`config.mk`:
```
export PLATFORM = sky130hd
export DESIGN_NAME = scanout
export DESIGN_NICKNAME = d
export VERILOG_FILES = /design/src/verilog/fb_pkg.sv /design/src/verilog/vga_pkg.sv /design/src/verilog/scanout.sv
export SDC_FILE = /design/constraint.sdc
export NUM_CORES = 1
export LEC_CHECK = 0
export BUFFER_PORTS_ARGS = -buffer_cell sky130_fd_sc_hd__buf_2
export CORE_MARGIN = 4
export CORE_UTILIZATION = 35
export CTS_BUF_LIST = sky130_fd_sc_hd__clkbuf_4 sky130_fd_sc_hd__clkbuf_8
export CTS_CLUSTER_DIAMETER = 40
export DETAILED_ROUTE_END_ITERATION = 16
export HOLD_SLACK_MARGIN = 0.15
export PLACE_DENSITY_LB_ADDON = 0.15
export SLEW_MARGIN = 20
export SYNTH_ARGS = -nofsm -noshare
export SYNTH_HDL_FRONTEND = slang
export SYNTH_SLANG_ARGS = --single-unit
export TNS_END_PERCENT = 100
```
`constraint.sdc`:
```
create_clock -name VGA_CTRL_CLK -period 0.8 [get_ports VGA_CTRL_CLK]
set_input_delay 0.04 -clock VGA_CTRL_CLK [delete_from_list [all_inputs] [get_ports VGA_CTRL_CLK]]
set_output_delay 0.04 -clock VGA_CTRL_CLK [all_outputs]
set_load 0.02 [all_outputs]
```
`src/verilog/fb_pkg.sv`:
```
package fb_pkg;

   // Stored colour field width
   localparam int COLOUR_W = 5;

   typedef logic [15:0]         fb_word_t;  // One SRAM word
   typedef logic [COLOUR_W-1:0] colour_t;   // One stored colour field
   typedef logic [19:0]         fb_addr_t;  // Largest supported framebuffer address

   // Word layout in SRAM, MSB first
   typedef struct packed {
      colour_t red;    // Bits 15..11
      colour_t green;  // Bits 10..6
      colour_t blue;   // Bits 5..1
      logic    spare;  // Bit 0, stored but not shown
   } fb_pixel_t;

   // Sequencer modes
   typedef enum logic [1:0] {
      mode_idle     = 2'd0,  // Scan-out owns the SRAM
      mode_clearing = 2'd1,  // Zero sweep in progress
      mode_drawing  = 2'd2   // Drawing engine owns the write port
   } fb_mode_e;

   // One write from the drawing engine
   typedef struct packed {
      fb_addr_t addr;  // Only the low X_BITS+Y_BITS bits reach the SRAM
      fb_word_t data;  // Word to store
      logic     we;    // Write this cycle
   } fb_write_t;

endpackage

```
`src/verilog/vga_pkg.sv`:
```
package vga_pkg;

   // Output DAC width per channel
   localparam int DAC_W = 10;

   typedef logic [9:0]       coord_t;  // Screen coordinate
   typedef logic [DAC_W-1:0] dac_t;    // One DAC channel

   // Colour sent to the DAC
   typedef struct packed {
      dac_t red;
      dac_t green;
      dac_t blue;
   } rgb_t;

   // Sync and blank, all active low
   typedef struct packed {
      logic hs;       // Horizontal sync
      logic vs;       // Vertical sync
      logic blank_n;  // Low outside the active area
   } vga_sync_t;

endpackage

```
`src/verilog/scanout.sv`:
```
`timescale 1ns/1ps

module scanout (
   input  logic               VGA_CTRL_CLK,
   input  logic               rst,
   input  vga_pkg::vga_sync_t sync_early,  // Sync for the current coordinates
   input  fb_pkg::fb_word_t   pix_word,    // Word at the current coordinates
   input  logic               pix_valid,
   output vga_pkg::vga_sync_t vga_sync,
   output vga_pkg::rgb_t      vga_rgb
);
   import fb_pkg::*;
   import vga_pkg::*;

   localparam int PAD_W = DAC_W - COLOUR_W;  // Zero bits below each field

   fb_pixel_t pix;       // Word split into fields
   logic      show;      // Pixel visible this cycle
   rgb_t      rgb_next;

   assign pix  = fb_pixel_t'(pix_word);
   assign show = pix_valid && sync_early.blank_n;  // Black outside window and in blanking

   // Expand 5-bit fields to the DAC width
   always_comb begin
      rgb_next = '0;
      if (show) begin
         rgb_next.red   = {pix.red,   {PAD_W{1'b0}}};
         rgb_next.green = {pix.green, {PAD_W{1'b0}}};
         rgb_next.blue  = {pix.blue,  {PAD_W{1'b0}}};
      end
   end

   // Output stage, one cycle after the coordinates
   always_ff @(posedge VGA_CTRL_CLK) begin
      if (rst) begin
         vga_sync.hs      <= 1'b1;  // Syncs inactive
         vga_sync.vs      <= 1'b1;
         vga_sync.blank_n <= 1'b0;  // Blanked
         vga_rgb          <= '0;
      end else begin
         vga_sync <= sync_early;    // Same delay as colour
         vga_rgb  <= rgb_next;
      end
   end

endmodule

```
Yosys cells after proc, flatten, opt, wreduce, memory -nomap -nowiden
Index checks and enable logic that the tools add are counted.
- bitwise gates (word level): 1
- reduce and logical (&&, ||, !) cells: 2
- operators with widths (kind ; number):
    $reduce_or A2 Y1 ; 1
    $logic_and A1 B1 Y1 ; 1
    $not A1 Y1 ; 1
- register bits: 33
- bits of input ports: 22
- output and inout bits: 33
- word-level logic and storage cells: 12

Longest topological paths before layout
- depth after elaboration: 3
- depth in mapped cells: 2
- gate-level depth less buffers: 1

Least setup slack after synthesis
No wires, ideal clock.
- kind: input to register
- from: in pix_valid
- to: reg vga_rgb[5] in the netlist's numbering
- setup time: 0.118 ns
- data arrival time: 0.371 ns
- required time: 0.682 ns
- slack: 0.311 ns
- stages on the path: 2
- path buffers: 1
- cell sequence: buf_4 and4b_2
- longest elaborated chain between the ends: 3
- ends and longest elaborated chain (item ; RTL line ; source):
    from (decl) ; scanout.sv:8 ; input logic pix_valid,
    $logic_and A1 B1 Y1 ; scanout.sv:22 ; assign show = pix_valid && sync_early.blank_n;
    $not A1 Y1 (no source line) ; -- ;
    $reduce_or A2 Y1 (no source line) ; -- ;
    to (signal assigned) ; scanout.sv:43 ; vga_rgb <= rgb_next;
    to (decl) ; scanout.sv:10 ; output vga_pkg::rgb_t vga_rgb
No other way between the ends.
A chain may end at the register's enable or synchronous reset.

Worst setup path in the final report
- from: reg vga_rgb[17] in the netlist's numbering
- to: out vga_rgb[17] in the netlist's numbering
No word-level cell between the ends.

==> results_dict.tcl <==
set metrics [dict create \
    setup_viol 0 \
    max_freq_mhz 1281 \
    min_period_ps 780.5 \
    setup_slack_ps 19.54 \
    pin_count 55 \
    clockBufferDepth 2 \
    crit_chain "buf_6" \
    power_frac_comb_pct 19.2 \
    internal_power_w 0.001266 \
    seq_power_share_pct 55.6 \
    slowest_delay_ps 340 \
    yosysSeqAreaShare_pct 53.04 \
    yosysMostFrequentCell "dfxtp_1" \
    critPathTopFamily "flip-flops" \
    drcViolationCount 0 \
    cts-root-buf "clkbuf_4" \
    cts.htree.levels 1 \
    worstHoldPathType "input pin to register" \
    clkPwrFrac_pct 25.2 \
    powerDensity_nw_per_um2 1477 \
    whs_ps 141.4 \
    post-route-period-util_pct 97.56 \
    total_power_w 0.001692 \
    yosysWarnings 0 \
    syn_to_final_growth_pct 68.69 \
    hold_viol 0 \
    path_class "register to output pin" \
    synth_area_leaders "dfxtp_1 53%, and4b_1 18%, buf_4 18%, and4b_2 5.0%, buf_6 3.3%" \
    synthFlopType "dfxtp_1" \
    drive_gt1_share_pct 54.55 \
    cp_num_buf_inv 1 \
    ir_drop_mv 0.6278 \
    die_area_um2 2710 \
    dpl.hpwl_um 978.6 \
    required_ps 760 \
    end_kind "output pin" \
    arrival_ps 740 \
    grt.total_usage_pct 11.38 \
    synth_top_area_share_pct 53.04 \
    outcome "completed" \
    path_max_fanout 1 \
    die_y_um 52.06 \
    grt_pass1_vias 520 \
    clock-sinks 18 \
    place_congestion 0.5688 \
    via_per_inst 4.133 \
    wire_per_inst_um 11.44 \
    synth-seq-cells 18 \
    firstDrtPassIters 4 \
    grt_setup_unrepaired "yes" \
    synth_area_um2 679.4 \
    antenna_found_initial 0 \
    net-switching-power_w 0.0004260 \
    row_count 15 \
    core-area_um2 1783 \
    grt_max_degree 19 \
    drv_slew 0 \
    final_nets 134 \
    grt_overflow_total 0 \
    cts_tree "done" \
    antenna_left 0 \
    die-width_um 52.06 \
    crit_slowest_cell "dfxtp_1" \
    synth.top_cells.by_count "18 x dfxtp_1, 16 x buf_4, 12 x and4b_1" \
    maxCapViolations 0 \
    first_iter_violations 1 \
    cts_buffers 3 \
    initial_core_util_pct 38.11 \
    insertedDiodeCount 0 \
    synth.distinct_cells 8 \
    avgSynthCellArea_um2 12.35 \
    synth-edff-count 0 \
    sw_frac_of_total_pct 25.17 \
    portBuffers 38 \
    vias 558 \
    synthCells 55 \
    finalWirelength_um 1544 \
    grt_first_pass_wirelength_um 2208 \
    synth.largest_area_cell "dfxtp_1" \
    dp_slack_ps 144.7 \
    async_reset_ff_share_pct 0 \
    p_leak_nw 0.5746 \
    cts.clk_slew.worst_paths_ps 100 \
    cp-start-kind "register" \
]
==> layer usage <==
metal	global-route usage [%]	vias to the layer above	wire, µm
met5	0	-	0
met4	7.860	0	17
met3	2.865	2	164
met2	21.34	35	823
met1	10.49	249	539
li1	-	272	-
==> power groups by stage <==
stage	clock, W	combinational [W]	sequential [W]
final	0.000427	0.000325	0.000940
after global routing	0.000485	0.000350	0.000943
after CTS	0.000452	0.000301	0.000930
after detailed placement	0	0.000223	0.000950
after global placement	0	0.000223	0.000949
after floorplan	0	0.000167	0.000988
==> final timing paths <==
check,startpoint,to,cells after the start
min,rst,vga_sync[2],2
max,vga_rgb[17],vga_rgb[17],1
==> layout by cell type (no fill, tap or decap), drive strengths merged <==
| master | Yosys | final |
|---|---|---|
| buf | 18 | 38 |
| or2 | 2 | 2 |
| dlygate4sd3 | 0 | 18 |
| conb | 1 | 15 |
| nor2b | 1 | 1 |
| clkbuf | 0 | 3 |
| and4b | 15 | 15 |
| dfxtp | 18 | 18 |
==> flip-flops by register name, indices dropped and copies added (netlist names) <==
name,count
vga_rgb,15
vga_sync,3
==> metrics by stage <==
step	cells	utilization (%)	cell area [µm²]	setup TNS, ps
4_1_cts	135	58.67	1046	-1.771
3_5_place_dp	114	45.47	810.8	0
5_1_grt	135	64.28	1146	-67.61
6_report	135	64.28	1146	0
3_3_place_gp	114	45.47	810.8	0
2_1_floorplan	69	-	732.0	0
==> logic make-up (layout without fill, tap and decap cells) <==
| family | count (synthesis) | after routing | share of synthesized area, % |
|---|---|---|---|
| buffers and inverters | 18 | 59 | 20.99 |
| other | 1 | 15 | 0.5520 |
| AND/OR/NAND/NOR | 18 | 18 | 25.42 |
| flip-flops | 18 | 18 | 53.04 |
==> what timing repair did <==
action,4_1_cts,5_1_grt
buffers inserted,0,0
resized for setup,13,39
endpoints found under the hold margin,18,0
cloned,0,0
hold buffers,18,0
endpoints found under the setup margin,13,18
==> area by class of cell <==
class / count / area (µm²)
Clock buffer: 3 / 22.52
Fill cell: 146 / 636.9
Multi-Input combinational cell: 33 / 229.0
Sequential cell: 18 / 380.4
Tap cell: 25 / 31.28
Timing Repair Buffer: 56 / 483.0
Power figures use the tool's default switching activity.
