$ cat config.mk
export PLATFORM = sky130hd
export DESIGN_NAME = vga_timing
export DESIGN_NICKNAME = d
export VERILOG_FILES = /design/src/verilog/vga_pkg.sv /design/src/verilog/vga_timing.sv
export SDC_FILE = /design/constraint.sdc
export NUM_CORES = 1
export LEC_CHECK = 0
export ABC_CLOCK_PERIOD_IN_PS = 2380
export BUFFER_PORTS_ARGS = -buffer_cell sky130_fd_sc_hd__buf_2
export CAP_MARGIN = 20
export CORE_MARGIN = 2
export CORE_UTILIZATION = 51
export DETAILED_ROUTE_END_ITERATION = 10
export PLACE_DENSITY = 0.77
export SYNTH_ARGS = -nofsm -noshare
export SYNTH_HDL_FRONTEND = slang
export SYNTH_SLANG_ARGS = --single-unit
$ cat constraint.sdc
create_clock -name VGA_CTRL_CLK -period 2.38 [get_ports VGA_CTRL_CLK]
set_input_delay 0.476 -clock VGA_CTRL_CLK [delete_from_list [all_inputs] [get_ports VGA_CTRL_CLK]]
set_output_delay 0.476 -clock VGA_CTRL_CLK [all_outputs]
set_load 0.1 [all_outputs]
$ cat src/verilog/vga_pkg.sv
package vga_pkg;

   // Output DAC width per channel
   localparam int DAC_W = 10;

   typedef logic [9:0]       coord_t;  // Screen coordinate
   typedef logic [DAC_W-1:0] dac_t;    // One DAC channel

   // Colour sent to the DAC
   typedef struct packed {
      dac_t red;
      dac_t green;
      dac_t blue;
   } rgb_t;

   // Sync and blank, all active low
   typedef struct packed {
      logic hs;       // Horizontal sync
      logic vs;       // Vertical sync
      logic blank_n;  // Low outside the active area
   } vga_sync_t;

endpackage

$ cat src/verilog/vga_timing.sv
`timescale 1ns/1ps

module vga_timing #(
   parameter int H_ACTIVE = 640,
   parameter int H_FP     = 16,
   parameter int H_SYNC   = 96,
   parameter int H_BP     = 48,
   parameter int V_ACTIVE = 480,
   parameter int V_FP     = 10,
   parameter int V_SYNC   = 2,
   parameter int V_BP     = 33
) (
   input  logic               VGA_CTRL_CLK,
   input  logic               rst,
   output vga_pkg::coord_t    coord_x,     // Current column
   output vga_pkg::coord_t    coord_y,     // Current line
   output vga_pkg::vga_sync_t sync_early   // Unregistered sync and blank
);
   import vga_pkg::*;

   // Line layout is active, front porch, sync, back porch
   localparam int H_TOTAL      = H_ACTIVE + H_FP + H_SYNC + H_BP;
   localparam int H_SYNC_START = H_ACTIVE + H_FP;
   localparam int H_SYNC_END   = H_SYNC_START + H_SYNC;
   // Frame layout in lines, same order
   localparam int V_TOTAL      = V_ACTIVE + V_FP + V_SYNC + V_BP;
   localparam int V_SYNC_START = V_ACTIVE + V_FP;
   localparam int V_SYNC_END   = V_SYNC_START + V_SYNC;

   coord_t h_cnt;      // Pixel within line
   coord_t v_cnt;      // Line within frame
   logic   line_end;
   logic   frame_end;
   logic   h_pulse;    // Inside horizontal sync
   logic   v_pulse;    // Inside vertical sync
   logic   h_active;
   logic   v_active;

   assign line_end  = (h_cnt == coord_t'(H_TOTAL - 1));
   assign frame_end = (v_cnt == coord_t'(V_TOTAL - 1));

   // Pixel and line counters
   always_ff @(posedge VGA_CTRL_CLK) begin
      if (rst) begin
         h_cnt <= '0;
         v_cnt <= '0;
      end else if (line_end) begin
         h_cnt <= '0;
         if (frame_end) begin
            v_cnt <= '0;            // New frame
         end else begin
            v_cnt <= v_cnt + 1'b1;  // Next line
         end
      end else begin
         h_cnt <= h_cnt + 1'b1;
      end
   end

   // Sync windows
   assign h_pulse  = (h_cnt >= coord_t'(H_SYNC_START)) && (h_cnt < coord_t'(H_SYNC_END));
   assign v_pulse  = (v_cnt >= coord_t'(V_SYNC_START)) && (v_cnt < coord_t'(V_SYNC_END));

   // Active video first in line and frame
   assign h_active = (h_cnt < coord_t'(H_ACTIVE));
   assign v_active = (v_cnt < coord_t'(V_ACTIVE));

   assign sync_early.hs      = ~h_pulse;
   assign sync_early.vs      = ~v_pulse;
   assign sync_early.blank_n = h_active && v_active;

   assign coord_x = h_cnt;  // Pixel coordinates
   assign coord_y = v_cnt;

endmodule
Word level (Yosys, flattened, before mapping) --
Index checks and enable logic that the tools add are counted.
Operators by class: add/subtract/negate cells 2, order comparisons 6, equality and inequality tests 2, mux-type cells 1, bitwise logic cells 2, reduce and logical (&&, ||, !) cells 4
Operators by type and width (count):
- 10-bit by 1-bit adder with 10-bit output (second input constant) | 2
- 10-bit equality test (second input constant) | 2
- 10-bit < comparator (second input constant) | 2
- 10-bit by 9-bit < comparator with 1-bit output (second input constant) | 2
- 10-bit >= comparator (second input constant) | 1
- 10-bit by 9-bit >= comparator with 1-bit output (second input constant) | 1
- 10-bit 2-to-1 mux | 1
- 1-bit logical AND | 3
- 1-bit NOT | 2
- 2-bit OR reduction | 1
Storage, ports and cells: register bits 20, input port bits 2, output and inout port bits 23, word-level logic and storage cells 19

Depth between registers and ports, before layout --
Gate-level depths: netlist of run 1.
depth after elaboration 3, mapped depth 7

Worst setup path before layout of run 1 --
No wires, ideal clock.
path type register -> output, from register v_cnt[7], in the netlist coord_y[7], to output port sync_early[0] in the netlist's numbering, arrival time 3258 ps, required time 1904 ps, slack -1354 ps, cell stages (with the launch flop) 4, path buffers 0, cells stage by stage dfxtp_1 and3_1 and2_1 nor3_1
RTL lines:
- start, declared | RTL line vga_timing.sv:31 | coord_t v_cnt;
- start signal, assigned | RTL line vga_timing.sv:52 | v_cnt <= v_cnt + 1'b1;
- end, declared | RTL line vga_timing.sv:17 | output vga_pkg::vga_sync_t sync_early

==> results.yml, run 1 <==
outcome:
  status: "complete, no violations"
clocking:
  path_clk_slew_ns: 0.11
  cts_resized: 0
  numCtsBuffers: 3
  postCtsSetupBuffers: 0
  hold_buffers: 0
  clkSinkCount: 20
  cts_tree: "built"
  clock_latency_ns: 0.30
  cts-root-buf: "clkbuf_4"
  clk_path_buf_depth: 2
  cts_htree_levels: 1
timing:
  max_freq_mhz: 452
  finalSetupViolations: 0
  slew_headroom_pct: 67.4
  min_period_over_period_pct: 92.9
  worst_pin_slew_ns: 0.493
  slew_violations: 0
  fin_worst_skew_ns: 0.00289
  timing.hold.ws_ns: 0.395
  min_period_ns: 2.21
  hold_viol_final: 0
  rsz0062_at_grt: "no"
global_route:
  grt_pass1_vias: 770
  antenna_found_initial: 0
  grt_use_total_pct: 21.8
  grt_pass1_wl_um: 3470
  grt_max_degree: 12
  overflow: 0
floorplan:
  rows: 15
  core_area_um2: 1780
  start_util_pct: 55.8
  ios: 25
  die_h_um: 48.2
  dieArea_um2: 2320
  dieWidth_um: 48.2
placed_design:
  io_buffers: 24
  hpwl_um: 1610
  postPlaceCellArea_um2: 1180
  gp_congestion: 0.812
layout:
  ff_latch_area_um2: 419
  syn2layout_area_growth_pct: 22.8
  final_area_um2: 1220
  multi_input_area_um2: 569
  n_antenna_cell: 0
  num-fill-cells: 142
  nets: 153
  drive_above_1_share_pct: 35.9
critical_path:
  required_ns: 1.90
  worstPathMaxFanout: 6
  worstSetupStartpointType: "flip-flop"
  crit_type: "reg2out"
  endpoint_kind: "output port"
  cp.arrival_ns: 1.73
power:
  leakage_nw: 0.484
  pwr_density_cell_nw_per_um2: 487
  finalPower_mw: 0.594
  vdd_drop_max_uv: 315
run:
  cap_violations: 0
detailed_routing:
  avgViaCountPerCell: 5.46
  dr.pass1.iters: 4
  ant_nets: 0
  drt_drc_violations_left: 0
  drt_iter0_markers: 18
  wirelength_um: 2150
  wire_per_inst_um: 12.7
  via_count: 929
worst_hold_path:
  hold_class: "in2reg"
yosys:
  syn-cell-area_um2: 995
  netlist_instances: 117
  synth.yosys.warnings: 0
  synth_seq_area_share_pct: 40.3
  avgSynthCellArea_um2: 8.50
  ys_seq_elements: 20
  syn-num-nets: 124
  ys_types: 28
layout by cell type, fill, tap and decap left out, types with 3 or more instances in the layout:
| cell | count |
|---|---|
| xnor2_1 | 9 |
| nand3_1 | 5 |
| dfxtp_2 | 12 |
| a21oi_1 | 4 |
| ha_1 | 4 |
| inv_1 | 7 |
| or3_1 | 5 |
| clkbuf_4 | 3 |
| nand2_1 | 8 |
| nor2_1 | 18 |
| o21ai_0 | 5 |
| dfxtp_1 | 7 |
| nor3_1 | 4 |
| nand4_1 | 3 |
| xor2_1 | 3 |
| buf_2 | 24 |
flip-flops by register name, summed over array words and instances (netlist names):
register / count
coord_x: 10
coord_y: 10
final timing paths:
path         slack (ns)        from       endpoint  cells past startpoint
min reg2reg        0.47  coord_x[0]     coord_x[0]                      1
max reg2reg        0.32  coord_x[5]     coord_y[8]                      4
min                0.39         rst     coord_x[6]                      2
max                0.17  coord_x[4]  sync_early[2]                      3
per-stage QoR:
step	util [%]	worst slack (ns)	TNS [ns]	std cells
floorplan	-	-0.362	-0.464	117
global placement	66.5	0.372	0	166
detailed placement	66.5	0.338	0	166
CTS	68.5	0.170	0	170
global route	68.5	0.101	0	170
finish	68.5	0.170	0	170
cells by family after synthesis:
group                    share of synthesized area (%)
flip-flops                                        40.3
buffers and inverters                             3.90
XOR/XNOR                                          10.6
multiplexers                                      1.01
AND/OR/NAND/NOR                                   30.1
adder cells (fa/ha/maj)                           6.29
AO/OA/AOI/OAI                                     7.92
cells in the mapped netlist:
cell type  number  area, µm²
a21oi_1         4       20.0
a21oi_2         1       8.76
a41o_1          1       10.0
and2_1          1       6.26
and3_1          2       12.5
buf_2           1       5.00
clkbuf_1        1       3.75
dfxtp_1        20        400
ha_1            5       62.6
inv_1           8       30.0
mux2i_1         1       10.0
nand2_1         8       30.0
nand3_1         5       25.0
nand4_1         3       18.8
nor2_1         18       67.6
nor3_1          5       25.0
nor4_1          2       12.5
nor4b_1         2       17.5
o211ai_1        1       7.51
o21a_1          1       7.51
o21ai_0         5       25.0
or2_2           1       6.26
or3_1           5       31.3
or4_4           2       22.5
or4b_2          1       10.0
or4b_4          1       13.8
xnor2_1         9       78.8
xor2_1          3       26.3
routing by layer:
metal / track usage, % / wire, µm / vias up
met5: 0 / 0 / -
met4: 11.4 / 32 / 0
met3: 3.33 / 125 / 4
met2: 33.2 / 989 / 26
met1: 29.6 / 1000 / 437
li1: - / - / 462
critical path, stage by stage, from the launching register on:
cell and delay [ns]:
dfxtp_2 0.36, nand3_1 0.15, or4b_2 0.60, buf_2 0.31
power by group:
| group | internal, mW | switching, mW | total, mW |
|---|---|---|---|
| Sequential | 0.339 | 0.00633 | 0.345 |
| Combinational | 0.00891 | 0.0431 | 0.0520 |
| Clock | 0.0934 | 0.104 | 0.197 |
| Total | 0.441 | 0.153 | 0.594 |
cell type report:
class,instances,share of cell area [%]
multi-input cells,87,46.6
flip-flops and latches,20,34.3
repair buffers,26,11.1
clock buffers,4,2.97
well taps,25,2.56
inverters,8,2.46
Power figures use the tool's default switching activity.
==> run 2: changes to the inputs <==
--- a/config.mk
+++ b/config.mk
@@ -5,13 +5,14 @@
 export SDC_FILE = /design/constraint.sdc
 export NUM_CORES = 1
 export LEC_CHECK = 0
+export ABC_AREA = 1
 export ABC_CLOCK_PERIOD_IN_PS = 2380
 export BUFFER_PORTS_ARGS = -buffer_cell sky130_fd_sc_hd__buf_2
 export CAP_MARGIN = 20
 export CORE_MARGIN = 2
-export CORE_UTILIZATION = 51
+export CORE_UTILIZATION = 53
 export DETAILED_ROUTE_END_ITERATION = 10
-export PLACE_DENSITY = 0.77
+export PLACE_DENSITY = 0.78
 export SYNTH_ARGS = -nofsm -noshare
 export SYNTH_HDL_FRONTEND = slang
 export SYNTH_SLANG_ARGS = --single-unit
==> run 2 against run 1 <==
  * Global-route usage shrank 1.5 points
  * Largest power group unchanged
  * Clock-buffer cell count shrank 1
  * Critical path depth grew 1
  * Via count grew 24%
  * Sequential cell count is the same
  * Hold slack lost 0.039 ns
==> results.yml, run 2 <==
outcome:
  status: "complete, no violations"
floorplan:
  core_area_um2: 2020
  rows: 16
  dieWidth_um: 50.9
  ios: 25
  die_h_um: 50.9
  start_util_pct: 57.5
  dieArea_um2: 2590
clocking:
  clk_path_buf_depth: 2
  cts_resized: 0
  path_clk_slew_ns: 0.12
  clock_latency_ns: 0.31
  hold_buffers: 0
  cts-root-buf: "clkbuf_4"
  cts_htree_levels: 1
  clkSinkCount: 20
  cts_tree: "built"
  numCtsBuffers: 3
  postCtsSetupBuffers: 0
critical_path:
  r2r_start: "coord_x[0]"
  r2r_setup_slack_ns: 0.81
  endpoint_kind: "output port"
  worstSetupStartpointType: "flip-flop"
  crit_buf_inv: 2
  slowest_delay_ns: 0.41
  slowest_stage: "dfxtp_4"
  worstPathMaxFanout: 7
  reg2reg_to: "coord_y[5]"
  required_ns: 1.90
  cp_top_family: "simple AND/OR/NAND/NOR gates"
  crit_type: "reg2out"
  reg2regPathDepth: 8
  crit_chain: "inv_1, nor3_1, nand3b_1, buf_2"
  cp.arrival_ns: 1.60
yosys:
  async_flop_share_pct: 0
  syn-cell-area_um2: 1160
  ys_seq_elements: 20
  synth_area_leaders: "dfxtp_1, nand2_1, inv_1, nor2_1, ha_1"
  netlist_instances: 172
  syn-num-nets: 179
  synth_top_area_share_pct: 34.4
  avgSynthCellArea_um2: 6.77
  ys_top_cells_by_count: "nand2_1, inv_1, nor2_1, dfxtp_1, a21oi_1"
  synth.yosys.warnings: 0
  yosysMostFrequentCell: "nand2_1"
  synth_ff_type: "dfxtp_1"
  yosysTopAreaCell: "dfxtp_1"
  synth_edf_count: 0
  ys_types: 22
  synth_seq_area_share_pct: 34.4
power:
  pwr_density_cell_nw_per_um2: 473
  leakage_nw: 0.650
  vdd_drop_max_uv: 456
placed_design:
  io_buffers: 24
  gp_congestion: 0.865
  hpwl_um: 1920
layout:
  nets: 208
  num-fill-cells: 191
  final_cell_mix: "nand2_1, inv_1, buf_2, nor2_1, dfxtp_1"
  n_antenna_cell: 0
  drive_above_1_share_pct: 26.0
  final_core_util_pct: 70.1
  layout_commonest_cell: "nand2_1"
  syn2layout_area_growth_pct: 21.8
timing:
  min_period_ns: 2.07
  finalSetupViolations: 0
  fin_worst_skew_ns: 0.0136
  worst_pin_slew_ns: 0.488
  slew_violations: 0
  hold_viol_final: 0
  max_freq_mhz: 482
  slew_headroom_pct: 67.7
  tns_ns: 0
  min_period_over_period_pct: 87.2
  rsz0062_at_grt: "no"
global_route:
  antenna_found_initial: 0
  grt_use_total_pct: 20.3
  overflow: 0
  grt_max_degree: 13
  grt_pass1_wl_um: 3970
  grt_pass1_vias: 926
detailed_routing:
  via_count: 1148
  drt_drc_violations_left: 0
  avgViaCountPerCell: 5.06
  drt_iter0_markers: 30
  wire_per_inst_um: 11.0
  dr.pass1.iters: 4
  wirelength_um: 2490
  ant_nets: 0
worst_hold_path:
  whs_endpoint: "coord_y[8]"
  hold_path_depth: 2
  hold_class: "in2reg"
  min-delay-start: "rst"
run:
  cap_violations: 0
[run 2: cell count changes in the layout (fill, tap and decap cells not counted), moves of 7 or more]
cell,delta
nand2_1,+34
a21oi_1,+7
nand4_1,+7
xnor2_1,-9
inv_1,+18
dfxtp_2,-7
[run 2: cells by family after synthesis]
logic type / Yosys count / share of synthesized area [%]
flip-flops: 20 / 34.4
AO/OA/AOI/OAI: 14 / 6.24
AND/OR/NAND/NOR: 104 / 44.2
adder cells (fa/ha/maj): 5 / 5.38
buffers and inverters: 28 / 9.03
XOR/XNOR: 1 / 0.753
[run 2: where the power goes]
group / total (mW) / switching [mW] / internal, mW
sequential: 0.339 / 0.00415 / 0.335
combinational: 0.0545 / 0.0452 / 0.00932
clock: 0.277 / 0.107 / 0.170
[run 2: metal layers]
| layer | track usage [%] | part of all wire [%] | up-vias |
|---|---|---|---|
| met1 | 29.2 | 51 | 503 |
| met5 | 0 | 0 | - |
| met4 | 6.76 | 1.2 | 0 |
| met2 | 30.7 | 44 | 31 |
| met3 | 3.51 | 4.4 | 4 |
| li1 | - | - | 610 |
[run 2: stage by stage]
stage,power (mW),instances,instance area (µm²),worst slack (ns),hold WS (ns)
4_1_cts,0.678,227,1420,0.316,0.342
6_report,0.671,227,1420,0.305,0.356
2_1_floorplan,0.392,172,1210,-0.347,0.545
3_3_place_gp,0.401,223,1370,0.695,0.456
5_1_grt,0.697,227,1420,0.201,0.346
3_5_place_dp,0.402,223,1370,0.675,0.466
[run 2: worst max path at each step]
stage                     depth (start not counted)  startpoint            end  slack (ns)
after CTS                                         4  coord_x[7]  sync_early[2]        0.32
after detailed placement                          4  coord_x[7]  sync_early[2]        0.67
after floorplan                                   3  coord_y[0]  sync_early[1]       -0.35
final                                             4  coord_x[7]  sync_early[2]        0.31
after global routing                              4  coord_x[7]  sync_early[2]        0.20
after global placement                            4  coord_y[6]  sync_early[0]        0.70
[run 2: area by class of cell]
class / count / area [µm²] / area share [%]
tap: 27 / 33.8 / 2.38
clock buffer: 3 / 22.5 / 1.59
multi-input combinational: 124 / 686 / 48.4
clock inverter: 1 / 30.0 / 2.12
inverter: 28 / 108 / 7.59
timing repair buffer: 24 / 120 / 8.47
sequential: 20 / 418 / 29.5
