--- src/verilog/fb_pkg.sv ---
package fb_pkg;

   // Stored colour field width
   localparam int COLOUR_W = 5;

   typedef logic [15:0]         fb_word_t;  // One SRAM word
   typedef logic [COLOUR_W-1:0] colour_t;   // One stored colour field
   typedef logic [19:0]         fb_addr_t;  // Largest supported framebuffer address

   // Word layout in SRAM, MSB first
   typedef struct packed {
      colour_t red;    // Bits 15..11
      colour_t green;  // Bits 10..6
      colour_t blue;   // Bits 5..1
      logic    spare;  // Bit 0, stored but not shown
   } fb_pixel_t;

   // Sequencer modes
   typedef enum logic [1:0] {
      mode_idle     = 2'd0,  // Scan-out owns the SRAM
      mode_clearing = 2'd1,  // Zero sweep in progress
      mode_drawing  = 2'd2   // Drawing engine owns the write port
   } fb_mode_e;

   // One write from the drawing engine
   typedef struct packed {
      fb_addr_t addr;  // Only the low X_BITS+Y_BITS bits reach the SRAM
      fb_word_t data;  // Word to store
      logic     we;    // Write this cycle
   } fb_write_t;

endpackage

--- src/verilog/frame_sequencer.sv ---
`timescale 1ns/1ps

module frame_sequencer #(
   parameter int X_BITS = 9,
   parameter int Y_BITS = 9
) (
   input  logic                     VGA_CTRL_CLK,
   input  logic                     rst,
   input  logic                     clear_req,   // Single-cycle strobe
   input  logic                     draw_req,    // Single-cycle strobe
   input  logic                     eng_done,    // Engine finished its session
   output fb_pkg::fb_mode_e         mode,
   output logic [X_BITS+Y_BITS-1:0] clear_addr,  // Current clear target
   output logic                     busy
);
   import fb_pkg::*;

   logic sweep_last;  // Final word of the clear sweep

   assign sweep_last = (clear_addr == '1);
   assign busy       = (mode != mode_idle);  // Any session running

   // Mode FSM
   always_ff @(posedge VGA_CTRL_CLK) begin
      if (rst) begin
         mode <= mode_idle;
      end else begin
         case (mode)
            mode_idle: begin
               if (clear_req) begin              // Clear wins a tie
                  mode <= mode_clearing;
               end else if (draw_req) begin
                  mode <= mode_drawing;
               end
            end
            mode_clearing: begin
               if (sweep_last) begin             // Idle right after the last write
                  mode <= mode_idle;
               end
            end
            mode_drawing: begin
               if (eng_done) begin               // Grant drops next cycle
                  mode <= mode_idle;
               end
            end
            default: begin
               mode <= mode_idle;                // Unused encoding
            end
         endcase
      end
   end

   // Clear sweep counter, ascending and wrapping to zero
   always_ff @(posedge VGA_CTRL_CLK) begin
      if (rst) begin
         clear_addr <= '0;
      end else if (mode == mode_clearing) begin
         clear_addr <= clear_addr + 1'b1;  // One word per cycle
      end else begin
         clear_addr <= '0;                 // Next sweep starts at word 0
      end
   end

endmodule

--- config.mk ---
export PLATFORM = sky130hd
export DESIGN_NAME = frame_sequencer
export DESIGN_NICKNAME = d
export VERILOG_FILES = /design/src/verilog/fb_pkg.sv /design/src/verilog/frame_sequencer.sv
export SDC_FILE = /design/constraint.sdc
export NUM_CORES = 1
export LEC_CHECK = 0
export BUFFER_PORTS_ARGS = -buffer_cell sky130_fd_sc_hd__buf_2
export CORE_MARGIN = 5
export CORE_UTILIZATION = 35
export CTS_CLUSTER_DIAMETER = 120
export DETAILED_ROUTE_END_ITERATION = 8
export HOLD_SLACK_MARGIN = 0.02
export PLACE_DENSITY = 0.58
export SLEW_MARGIN = 15
export SYNTH_ARGS = -nofsm -noshare
export SYNTH_HDL_FRONTEND = slang
export SYNTH_SLANG_ARGS = --single-unit
--- constraint.sdc ---
create_clock -name VGA_CTRL_CLK -period 1.93 [get_ports VGA_CTRL_CLK]
set_input_delay 0.193 -clock VGA_CTRL_CLK [delete_from_list [all_inputs] [get_ports VGA_CTRL_CLK]]
set_output_delay 0.193 -clock VGA_CTRL_CLK [all_outputs]
set_load 0.01 [all_outputs]
Word level (Yosys, flattened, before mapping)
Index checks and enable logic that the tools add are counted.
{"block": "op_classes", "addsub": 1, "eq_ne": 6, "n_mux": 5, "bitwise_logic": 1, "n_reduce_logical": 4}
{"operator": "$add A18 B1 Y18 const B", "count": 1}
{"operator": "$eq A18 B18 Y1 const B", "count": 1}
{"operator": "$mux W2", "count": 4}
{"operator": "$pmux W2 S3", "count": 1}
{"operator": "$ne A2 B2 Y1 const B", "count": 2}
{"operator": "$ne A3 B3 Y1 const B", "count": 1}
{"operator": "$reduce_and A3 Y1", "count": 1}
{"operator": "$eq A2 B1 Y1 const B", "count": 1}
{"operator": "$eq A2 B2 Y1 const B", "count": 1}
{"operator": "$logic_not A2 Y1", "count": 1}
{"operator": "$reduce_bool A2 Y1", "count": 1}
{"operator": "$reduce_or A2 Y1", "count": 1}
{"operator": "$not A1 Y1", "count": 1}
{"block": "totals", "ff_bits": 20, "in_bits": 5, "out_inout_bits": 21, "elab_cells": 19}

Logic depth before layout (Yosys ltp)
Gate-level depths: netlist of run 1.
{"block": "depth", "depth_word": 3, "depth_mapped": 5, "mapped_depth_nobuf": 5}

Worst setup path before layout of run 1
OpenSTA, ideal clock, no wires.
{"block": "synth_timing", "path_type": "reg-to-reg", "startpoint": "register clear_addr[0]", "endpoint": "register clear_addr[14]", "setup_time_ns": 0.116, "arrival_ns": 1.616, "required_ns": 1.814, "setup_slack_ns": 0.198, "stages_incl_launch_ff": 6, "path_buffers": 0, "period_less_slack_ns": 1.732, "cell_sequence": "dfxtp_1 ha_1 nand3_1 nor4_1 a21oi_1 a31o_2"}
{"block": "synth_via", "elab_chain_len": 1}
{"item": "start, declared", "line": "frame_sequencer.sv:13", "source": "output logic [X_BITS+Y_BITS-1:0] clear_addr,"}
{"item": "start signal, assigned", "line": "frame_sequencer.sv:58", "source": "clear_addr <= clear_addr + 1'b1;"}
{"item": "$add A18 B1 Y18", "line": "frame_sequencer.sv:58"}
No other way between the ends.
A chain may end at the register's enable or synchronous reset.

Worst setup path after layout of run 1
{"block": "layout_timing", "startpoint": "register clear_addr[8]", "endpoint": "register clear_addr[17]"}
Same word-level chain as after synthesis.

==> impl_metrics.yaml, run 1 <==
outcome:
  status: "completed"
clock_tree:
  clock-sinks: 20
  clk_latency_ns: 0.29
  cts_root_buf: "clkbuf_4"
  cts_buffer_depth: 2
  ctsHoldBuffers: 0
  cts_buffers: 3
  htreeDepth: 1
  cts_tree: "done"
  clkTransAtPathRegs_ns: 0.10
  cts_setup_buffers: 0
  cts_resized: 0
global_route:
  grt_max_degree: 12
  track_usage: 0.1129
  met2_usage: 0.1763
  antenna_found_initial: 0
  grt_pass1_vias: 727
  grt-busiest-layer: "met2"
  grt_remaining_overflow: 0
  met3_usage: 0.02832
  grt_pass1_wl_um: 3056
  met1_usage: 0.1393
layout:
  synthToLayoutAreaGrowth_pct: 23.76
  final_nets: 136
  instances_no_fill: 158
  finish.instance_area_um2: 1062
  final_util: 0.4408
  diodes: 0
  layout-drive-gt1-share: 0.2969
  nFillCells: 238
synth:
  yosys_warnings: 0
  synthDistinctLibCells: 26
  ys_ff_latch: 20
  synthesis.nets: 104
  synth_area_um2: 858.3
  synthCells: 98
  syn_area_per_cell_um2: 8.758
  ys_seq_area_frac: 0.4665
run:
  maxCapViolations: 0
setup_path:
  crit_required_ns: 2.16
  path_class: "register to register"
  path_max_fanout: 7
  cp.arrival_ns: 1.97
  critPathCaptureType: "register"
  start_kind: "register"
timing:
  max_freq_ghz: 0.5748
  min_period_ns: 1.740
  period_share: 0.9015
  hold_viol_final: 0
  worst_pin_slew_ns: 0.3669
  slew_headroom: 0.7549
  rsz0062_at_grt: "no"
  skew_ns: 0.001551
  final_max_slew_viol_count: 0
  setup_tns_ns: 0
  setup_viol: 0
power_and_ir_drop:
  netSwitchingFraction: 0.2195
  p_total_w: 0.0006459
  p_int_w: 0.0005041
  p_seq_frac: 0.654
  p_leak_nw: 0.4528
  pwr-share-comb: 0.054
  switchingPower_w: 0.0001418
  vdd_drop_max_uv: 333.8
  clock_power_share: 0.292
  power.density_nw_per_um2: 608.0
floorplanning:
  die_y_um: 59.52
  num_io_pins: 26
  die-width_um: 59.52
  initial_core_util: 0.3562
  core_area_um2: 2410
  dieArea_um2: 3543
  rows: 18
routing:
  totalWireLength_um: 1819
  wl_per_cell_um: 11.51
  post_drt_via_cell_ratio: 4.905
  route.vias.total: 775
  drtPass1Iterations: 3
  ant_nets: 0
  drc: 0
  drt_iter0_markers: 28
placement:
  dp_cells: 155
  portBuffers: 25
  post_dp_cell_area_um2: 1040
  place.gp.congestion: 0.7460
  hpwl_um: 1381
worst_hold_path:
  hold_path.class: "primary input to register"
==> synthesized netlist by cell type <==
cell | n | area, µm²
inv_1 | 3 | 11.26
nor2b_1 | 1 | 6.260
clkbuf_1 | 1 | 3.750
nor2_1 | 15 | 56.30
nand4_2 | 2 | 25.02
nor4_1 | 1 | 6.260
o21ai_0 | 5 | 25.02
nor3b_1 | 1 | 7.510
o2111a_1 | 1 | 11.26
a21oi_1 | 8 | 40.04
ha_1 | 1 | 12.51
dfxtp_1 | 20 | 400.4
nor3_1 | 5 | 25.02
or4_4 | 1 | 11.26
a31o_2 | 2 | 17.52
xor2_1 | 5 | 43.79
and4_1 | 1 | 8.760
or3_2 | 1 | 7.510
nand2_1 | 8 | 30.03
nand3_1 | 3 | 15.01
or2_2 | 1 | 6.260
and2_1 | 1 | 6.260
nand4_1 | 2 | 12.51
and3_1 | 1 | 6.260
or3_1 | 3 | 18.77
xnor2_1 | 5 | 43.79
==> metal layers <==
metal  vias to the layer above  part of all wire  routed length, µm
met4                         0             0.019                 34
met3                         4             0.072                131
met2                        20              0.44                807
li1                        403                 -                  -
met5                         -                 0                  0
met1                       348              0.46                845
==> logic make-up (layout without fill, tap and decap cells) <==
logic type      Yosys count  in the layout  synth area share
xor+xnor                 10             10            0.1020
flops                    20             20            0.4665
simple gates             47             47            0.2901
compound gates           16             16            0.1093
fa+ha+maj                 1              1           0.01457
buf+inv                   4             34           0.01749
==> per-stage QoR <==
| stage | worst slack [ns] | hold WS [ns] |
|---|---|---|
| after floorplan | 0.1979 | 0.2698 |
| after detailed placement | 0.2306 | 0.3943 |
| after CTS | 0.1915 | 0.07027 |
| after global routing | 0.08381 | 0.07364 |
| final | 0.1901 | 0.08398 |
| after global placement | 0.2473 | 0.3919 |
==> layout make-up <==
class | count | area (µm²) | share of cell area
well taps | 30 | 37.54 | 0.03534
clock buffers | 3 | 22.52 | 0.02120
flip-flops and latches | 20 | 400.4 | 0.3769
inverters | 3 | 11.26 | 0.01060
multi-input cells | 74 | 442.9 | 0.4170
repair buffers | 28 | 147.6 | 0.1390
==> critical path, cell delays in order (launching register included) <==
cell     delay, ns
dfxtp_1       0.45
nand4_2       0.15
or4_4         0.57
or3_1         0.36
a21oi_1       0.14
==> registers in the layout, indices dropped and copies added (netlist names) <==
register and cells:
clear_addr 18, mode 2
==> path summary, 6_finish.rpt <==
path                 start        endpoint  slack [ns]  cells past startpoint
max          clear_addr[8]  clear_addr[17]        0.19                      4
min                    rst         mode[1]        0.08                      2
min reg2reg  clear_addr[0]   clear_addr[0]        0.50                      1
max reg2reg  clear_addr[8]  clear_addr[17]        0.19                      4
==> power by group through the flow <==
stage          registers [W]  logic [W]  clock network (W)
2_1_floorplan       0.000433  0.0000164                  0
3_3_place_gp        0.000432  0.0000349                  0
3_5_place_dp        0.000432  0.0000356                  0
4_1_cts             0.000422  0.0000357           0.000202
5_1_grt             0.000424  0.0000395           0.000219
6_report            0.000422  0.0000349           0.000189
==> cell usage in the layout, fill, tap and decap left out <==
master    synthesis  final
o21ai_0           5      5
or3_1             3      3
nor4_1            1      1
or2_2             1      1
dfxtp_1          20     20
nand4_1           2      2
xnor2_1           5      5
nor2b_1           1      1
inv_1             3      3
xor2_1            5      5
and2_1            1      1
nor2_1           15     15
ha_1              1      1
or3_2             1      1
nor3_1            5      5
a21oi_1           8      8
and3_1            1      1
nand3_1           3      3
or4_4             1      1
nor3b_1           1      1
buf_4             0      3
and4_1            1      1
a31o_2            2      2
clkbuf_4          0      3
nand4_2           2      2
o2111a_1          1      1
buf_2             0     25
nand2_1           8      8
(Power assumes the default switching activity.)
==> run 2: changes to the inputs <==
- CORE_UTILIZATION: 35 -> 45
- PLACE_DENSITY: 0.58 -> 0.71
==> run 2 against run 1 <==
Compared with the run above: fmax grew 0.21%; highest routed layer unchanged; final area rose by 0.71%; die area decreased by 19%; wire length decreased by 2.7%; critical endpoint unchanged.
==> impl_metrics.yaml, run 2 (same netlist as run 1, synthesis figures left out) <==
outcome:
  status: "completed"
setup_path:
  path_max_fanout: 7
  r2r_end: "clear_addr[17]"
  r2r_start: "clear_addr[8]"
  critPathCaptureType: "register"
  cp.arrival_ns: 1.98
  rr_worst_depth: 4
  start_kind: "register"
  path_class: "register to register"
  crit_required_ns: 2.18
  reg2reg_slack_ns: 0.19
clock_tree:
  cts_buffers: 3
  cts_setup_buffers: 0
  cts_tree: "done"
  clk_latency_ns: 0.30
  cts_resized: 0
  ctsHoldBuffers: 0
  clkTransAtPathRegs_ns: 0.12
  cts_buffer_depth: 2
  clock-sinks: 20
  cts_root_buf: "clkbuf_4"
  htreeDepth: 1
run:
  maxCapViolations: 0
timing:
  period_share: 0.8996
  worst_pin_slew_ns: 0.3775
  final_max_slew_viol_count: 0
  hold_viol_final: 0
  skew_ns: 0.009428
  slew_headroom: 0.7478
  max_freq_ghz: 0.5759
  setup_viol: 0
  setup_tns_ns: 0
  min_period_ns: 1.736
  rsz0062_at_grt: "no"
routing:
  post_drt_via_cell_ratio: 5.123
  totalWireLength_um: 1770
  drc: 0
  wl_per_cell_um: 11.49
  ant_nets: 0
  drt_iter0_markers: 5
  drtPass1Iterations: 3
  route.vias.total: 789
power_and_ir_drop:
  p_leak_nw: 0.4600
  vdd_drop_max_uv: 304.3
  power.density_nw_per_um2: 655.6
floorplanning:
  rows: 15
  num_io_pins: 26
  die_y_um: 53.68
  core_area_um2: 1764
  initial_core_util: 0.4865
  dieArea_um2: 2881
  die-width_um: 53.68
global_route:
  antenna_found_initial: 0
  grt_pass1_vias: 702
  grt_remaining_overflow: 0
  grt_max_degree: 12
  grt_pass1_wl_um: 3036
  track_usage: 0.1472
worst_hold_path:
  whs_endpoint: "mode[1]"
  hp-start: "rst"
  hold_path.class: "primary input to register"
  holdPathStages: 2
layout:
  reg.largest.list: "clear_addr (18), mode (2)"
  multi_input_area_um2: 442.9
  final_cell_mix: "buf_2, dfxtp_1, nor2_1"
  final_util: 0.6064
  final_nets: 136
  ff_latch_area_um2: 400.4
  nFillCells: 196
  diodes: 0
  layout-drive-gt1-share: 0.3023
  largest_register: "clear_addr"
  largest_register_ffs: 18
  synthToLayoutAreaGrowth_pct: 24.64
  layout_commonest_cell: "buf_2"
placement:
  portBuffers: 25
  hpwl_um: 1373
  place.gp.congestion: 0.8222
-- run 2: cell count changes in the layout (fill, tap and decap cells not counted) --
cell,delta
clkbuf_8,+1
-- run 2: per-layer routing --
layer / wire, µm / up-vias / global-route usage
li1: - / 408 / -
met1: 835 / 358 / 0.1639
met2: 811 / 19 / 0.2460
met3: 87 / 4 / 0.04155
met4: 36 / 0 / 0.08936
met5: 0 / - / 0
-- run 2: how the worst max path moves through the flow --
stage / startpoint / endpoint / slack, ns / cells past startpoint
final: clear_addr[8] / clear_addr[17] / 0.19 / 4
after floorplan: clear_addr[0] / clear_addr[14] / 0.20 / 5
after CTS: clear_addr[8] / clear_addr[17] / 0.19 / 4
after global routing: clear_addr[8] / clear_addr[17] / 0.06 / 4
after detailed placement: clear_addr[8] / clear_addr[17] / 0.22 / 4
after global placement: clear_addr[8] / clear_addr[17] / 0.28 / 4
-- run 2: final cells by class --
class / count / area share
flip-flops and latches: 20 / 0.3743
well taps: 25 / 0.02924
inverters: 3 / 0.01053
repair buffers: 28 / 0.1380
clock buffers: 4 / 0.03392
multi-input cells: 74 / 0.4140
-- run 2: where the power goes --
part / switching, W / leakage [nW] / total, W / internal, W
clock: 0.000129 / 0.0210 / 0.000244 / 0.000115
combinational: 0.0000202 / 0.277 / 0.0000348 / 0.0000146
sequential: 0.00000568 / 0.162 / 0.000423 / 0.000417
-- run 2: through the flow --
step	std cells	worst slack (ns)	total power, W	hold slack [ns]	cell area, µm²
after detailed placement	150	0.2155	0.0004672	0.4006	1033
final	154	0.1937	0.0007014	0.08124	1070
after floorplan	98	0.1979	0.0004495	0.2698	858.3
after global routing	154	0.06091	0.0007363	0.05418	1070
after CTS	154	0.1946	0.0007109	0.06948	1070
after global placement	150	0.2796	0.0004659	0.3931	1033
-- run 2: critical path, stage by stage, from the launching register on --
cell,delay (ns)
dfxtp_1,0.45
nand4_2,0.16
or4_4,0.57
or3_1,0.36
a21oi_1,0.13
==> run 3: changes to the inputs <==
- clock period: 1.93 -> 1.7 ns (I/O delays scaled with it)
==> run 3 against run 2 <==
Compared with the run above: wire length rose by 15%; flip-flop and latch count did not move; via count rose by 4.6%; non-clock buffer count rose by 9; final area rose by 9.4%; clock-buffer cell count fell by 1; clock power rose by 56%; final cell count rose by 5.8%; critical endpoint unchanged; largest cell class unchanged; largest power group unchanged.
==> impl_metrics.yaml, run 3 (same netlist as run 1, synthesis figures left out) <==
power_and_ir_drop:
  p_leak_nw: 0.5175
  switchingPower_w: 0.0001708
  p_seq_frac: 0.534
  p_total_w: 0.0008993
  p_int_w: 0.0007285
  pwr-share-comb: 0.044
  netSwitchingFraction: 0.1899
  vdd_drop_max_uv: 843.4
  power.density_nw_per_um2: 768.7
  clock_power_share: 0.423
routing:
  drc: 0
  post_drt_via_cell_ratio: 5.061
  drt_iter0_markers: 21
  route.vias.total: 825
  drtPass1Iterations: 4
  wl_per_cell_um: 12.47
  ant_nets: 0
  totalWireLength_um: 2032
placement:
  place.gp.congestion: 0.7898
  post_dp_cell_area_um2: 1107
  hpwl_um: 1574
  portBuffers: 25
layout:
  layout-drive-gt1-share: 0.4130
  largest_register: "clear_addr"
  synthToLayoutAreaGrowth_pct: 36.30
  finish.instance_area_um2: 1170
  largest_register_ffs: 18
  reg.largest.list: "clear_addr (18), mode (2)"
  final_cell_mix: "buf_2, nor2_1, dfxtp_1, buf_4"
  layout_commonest_cell: "buf_2"
  final_nets: 145
  diodes: 0
floorplanning:
  dieArea_um2: 2881
  num_io_pins: 26
  initial_core_util: 0.4865
  core_area_um2: 1764
  rows: 15
  die_y_um: 53.68
  die-width_um: 53.68
timing:
  skew_ns: 0.008668
  rsz0062_at_grt: "no"
  setup_tns_ns: 0
  slew_headroom: 0.7296
  final_max_slew_viol_count: 0
  max_freq_ghz: 0.6201
  period_share: 0.9486
  holdWs_ns: 0.04942
  hold_viol_final: 0
  min_period_ns: 1.613
  worst_pin_slew_ns: 0.4047
  setup_viol: 0
clock_tree:
  cts_buffers: 3
  cts_root_buf: "clkbuf_4"
  clock-sinks: 20
  clk_latency_ns: 0.30
  clkTransAtPathRegs_ns: 0.11
  cts_tree: "done"
  htreeDepth: 1
  cts_buffer_depth: 2
worst_hold_path:
  hold_path.class: "primary input to register"
run:
  maxCapViolations: 0
global_route:
  track_usage: 0.1708
  grt_remaining_overflow: 0
  grt_pass1_vias: 805
  antenna_found_initial: 0
  grt_pass1_wl_um: 3622
  grt_max_degree: 13
setup_path:
  start_kind: "register"
  crit_required_ns: 1.94
  crit_path_max_incr_delay_ns: 0.56
  slowest_stage: "or4_4"
  cp.arrival_ns: 1.86
  path_max_fanout: 5
  crit_path_cell_trace: "nand4_2 > or4_4 > or3_1 > a21oi_1"
  critPathCaptureType: "register"
  path_class: "register to register"
outcome:
  status: "completed"
==> run 3: cell count changes in the layout (fill, tap and decap cells not counted), sizes merged <==
cell | previous run | this run
clkbuf | 4 | 3
buf | 28 | 37
bufinv | 0 | 1
==> run 3: critical path: cells and delay by family (launching register included) <==
family             cells  cell delay, ns
DFF                    1            0.37
and+or+nand+nor        3            1.05
AOI/OAI and AO/OA      1            0.14
==> run 3: power by group through the flow <==
stage	Clock, W	Combinational [W]	Sequential (W)
3_5_place_dp	0	0.0000393	0.000490
2_1_floorplan	0	0.0000186	0.000492
4_1_cts	0.000392	0.0000394	0.000480
3_3_place_gp	0	0.0000397	0.000489
6_report	0.000380	0.0000392	0.000480
5_1_grt	0.000409	0.0000439	0.000482
==> run 3: path summary, 6_finish.rpt <==
path | to | cells past startpoint | slack [ns] | start
hold reg to reg | clear_addr[0] | 1 | 0.47 | clear_addr[0]
setup reg to reg | clear_addr[17] | 4 | 0.09 | clear_addr[5]
hold / removal | mode[1] | 2 | 0.05 | rst
setup / recovery | clear_addr[17] | 4 | 0.09 | clear_addr[5]
==> run 3: what timing repair did <==
action                                  4_1_cts  5_1_grt
hold buffers                                  0        0
gates resized for setup                       0        8
endpoints found under the setup margin        0        3
buffers inserted                              0        0
==> run 3: per-layer routing <==
metal	global-route usage	part of all wire	wire (µm)
met1	0.2095	0.46	925
met5	0	0	0
met4	0.06383	0.013	27
met2	0.2923	0.49	995
met3	0.03324	0.041	83
==> run 3: per-stage QoR <==
| stage | utilization | worst slack [ns] | cells |
|---|---|---|---|
| floorplan | - | 0.01663 | 98 |
| global placement | 0.6277 | 0.1160 | 159 |
| detailed placement | 0.6277 | 0.05493 | 159 |
| CTS | 0.6574 | 0.01500 | 163 |
| global route | 0.6631 | 0.004397 | 163 |
| finish | 0.6631 | 0.08731 | 163 |
==> run 3: layout make-up <==
type / count / area [µm²]
fill: 173 / 594.3
multi-input combinational: 74 / 449.2
sequential: 20 / 410.4
timing repair buffer: 37 / 215.2
tap: 25 / 31.28
clock inverter: 1 / 30.03
clock buffer: 3 / 22.52
inverter: 3 / 11.26
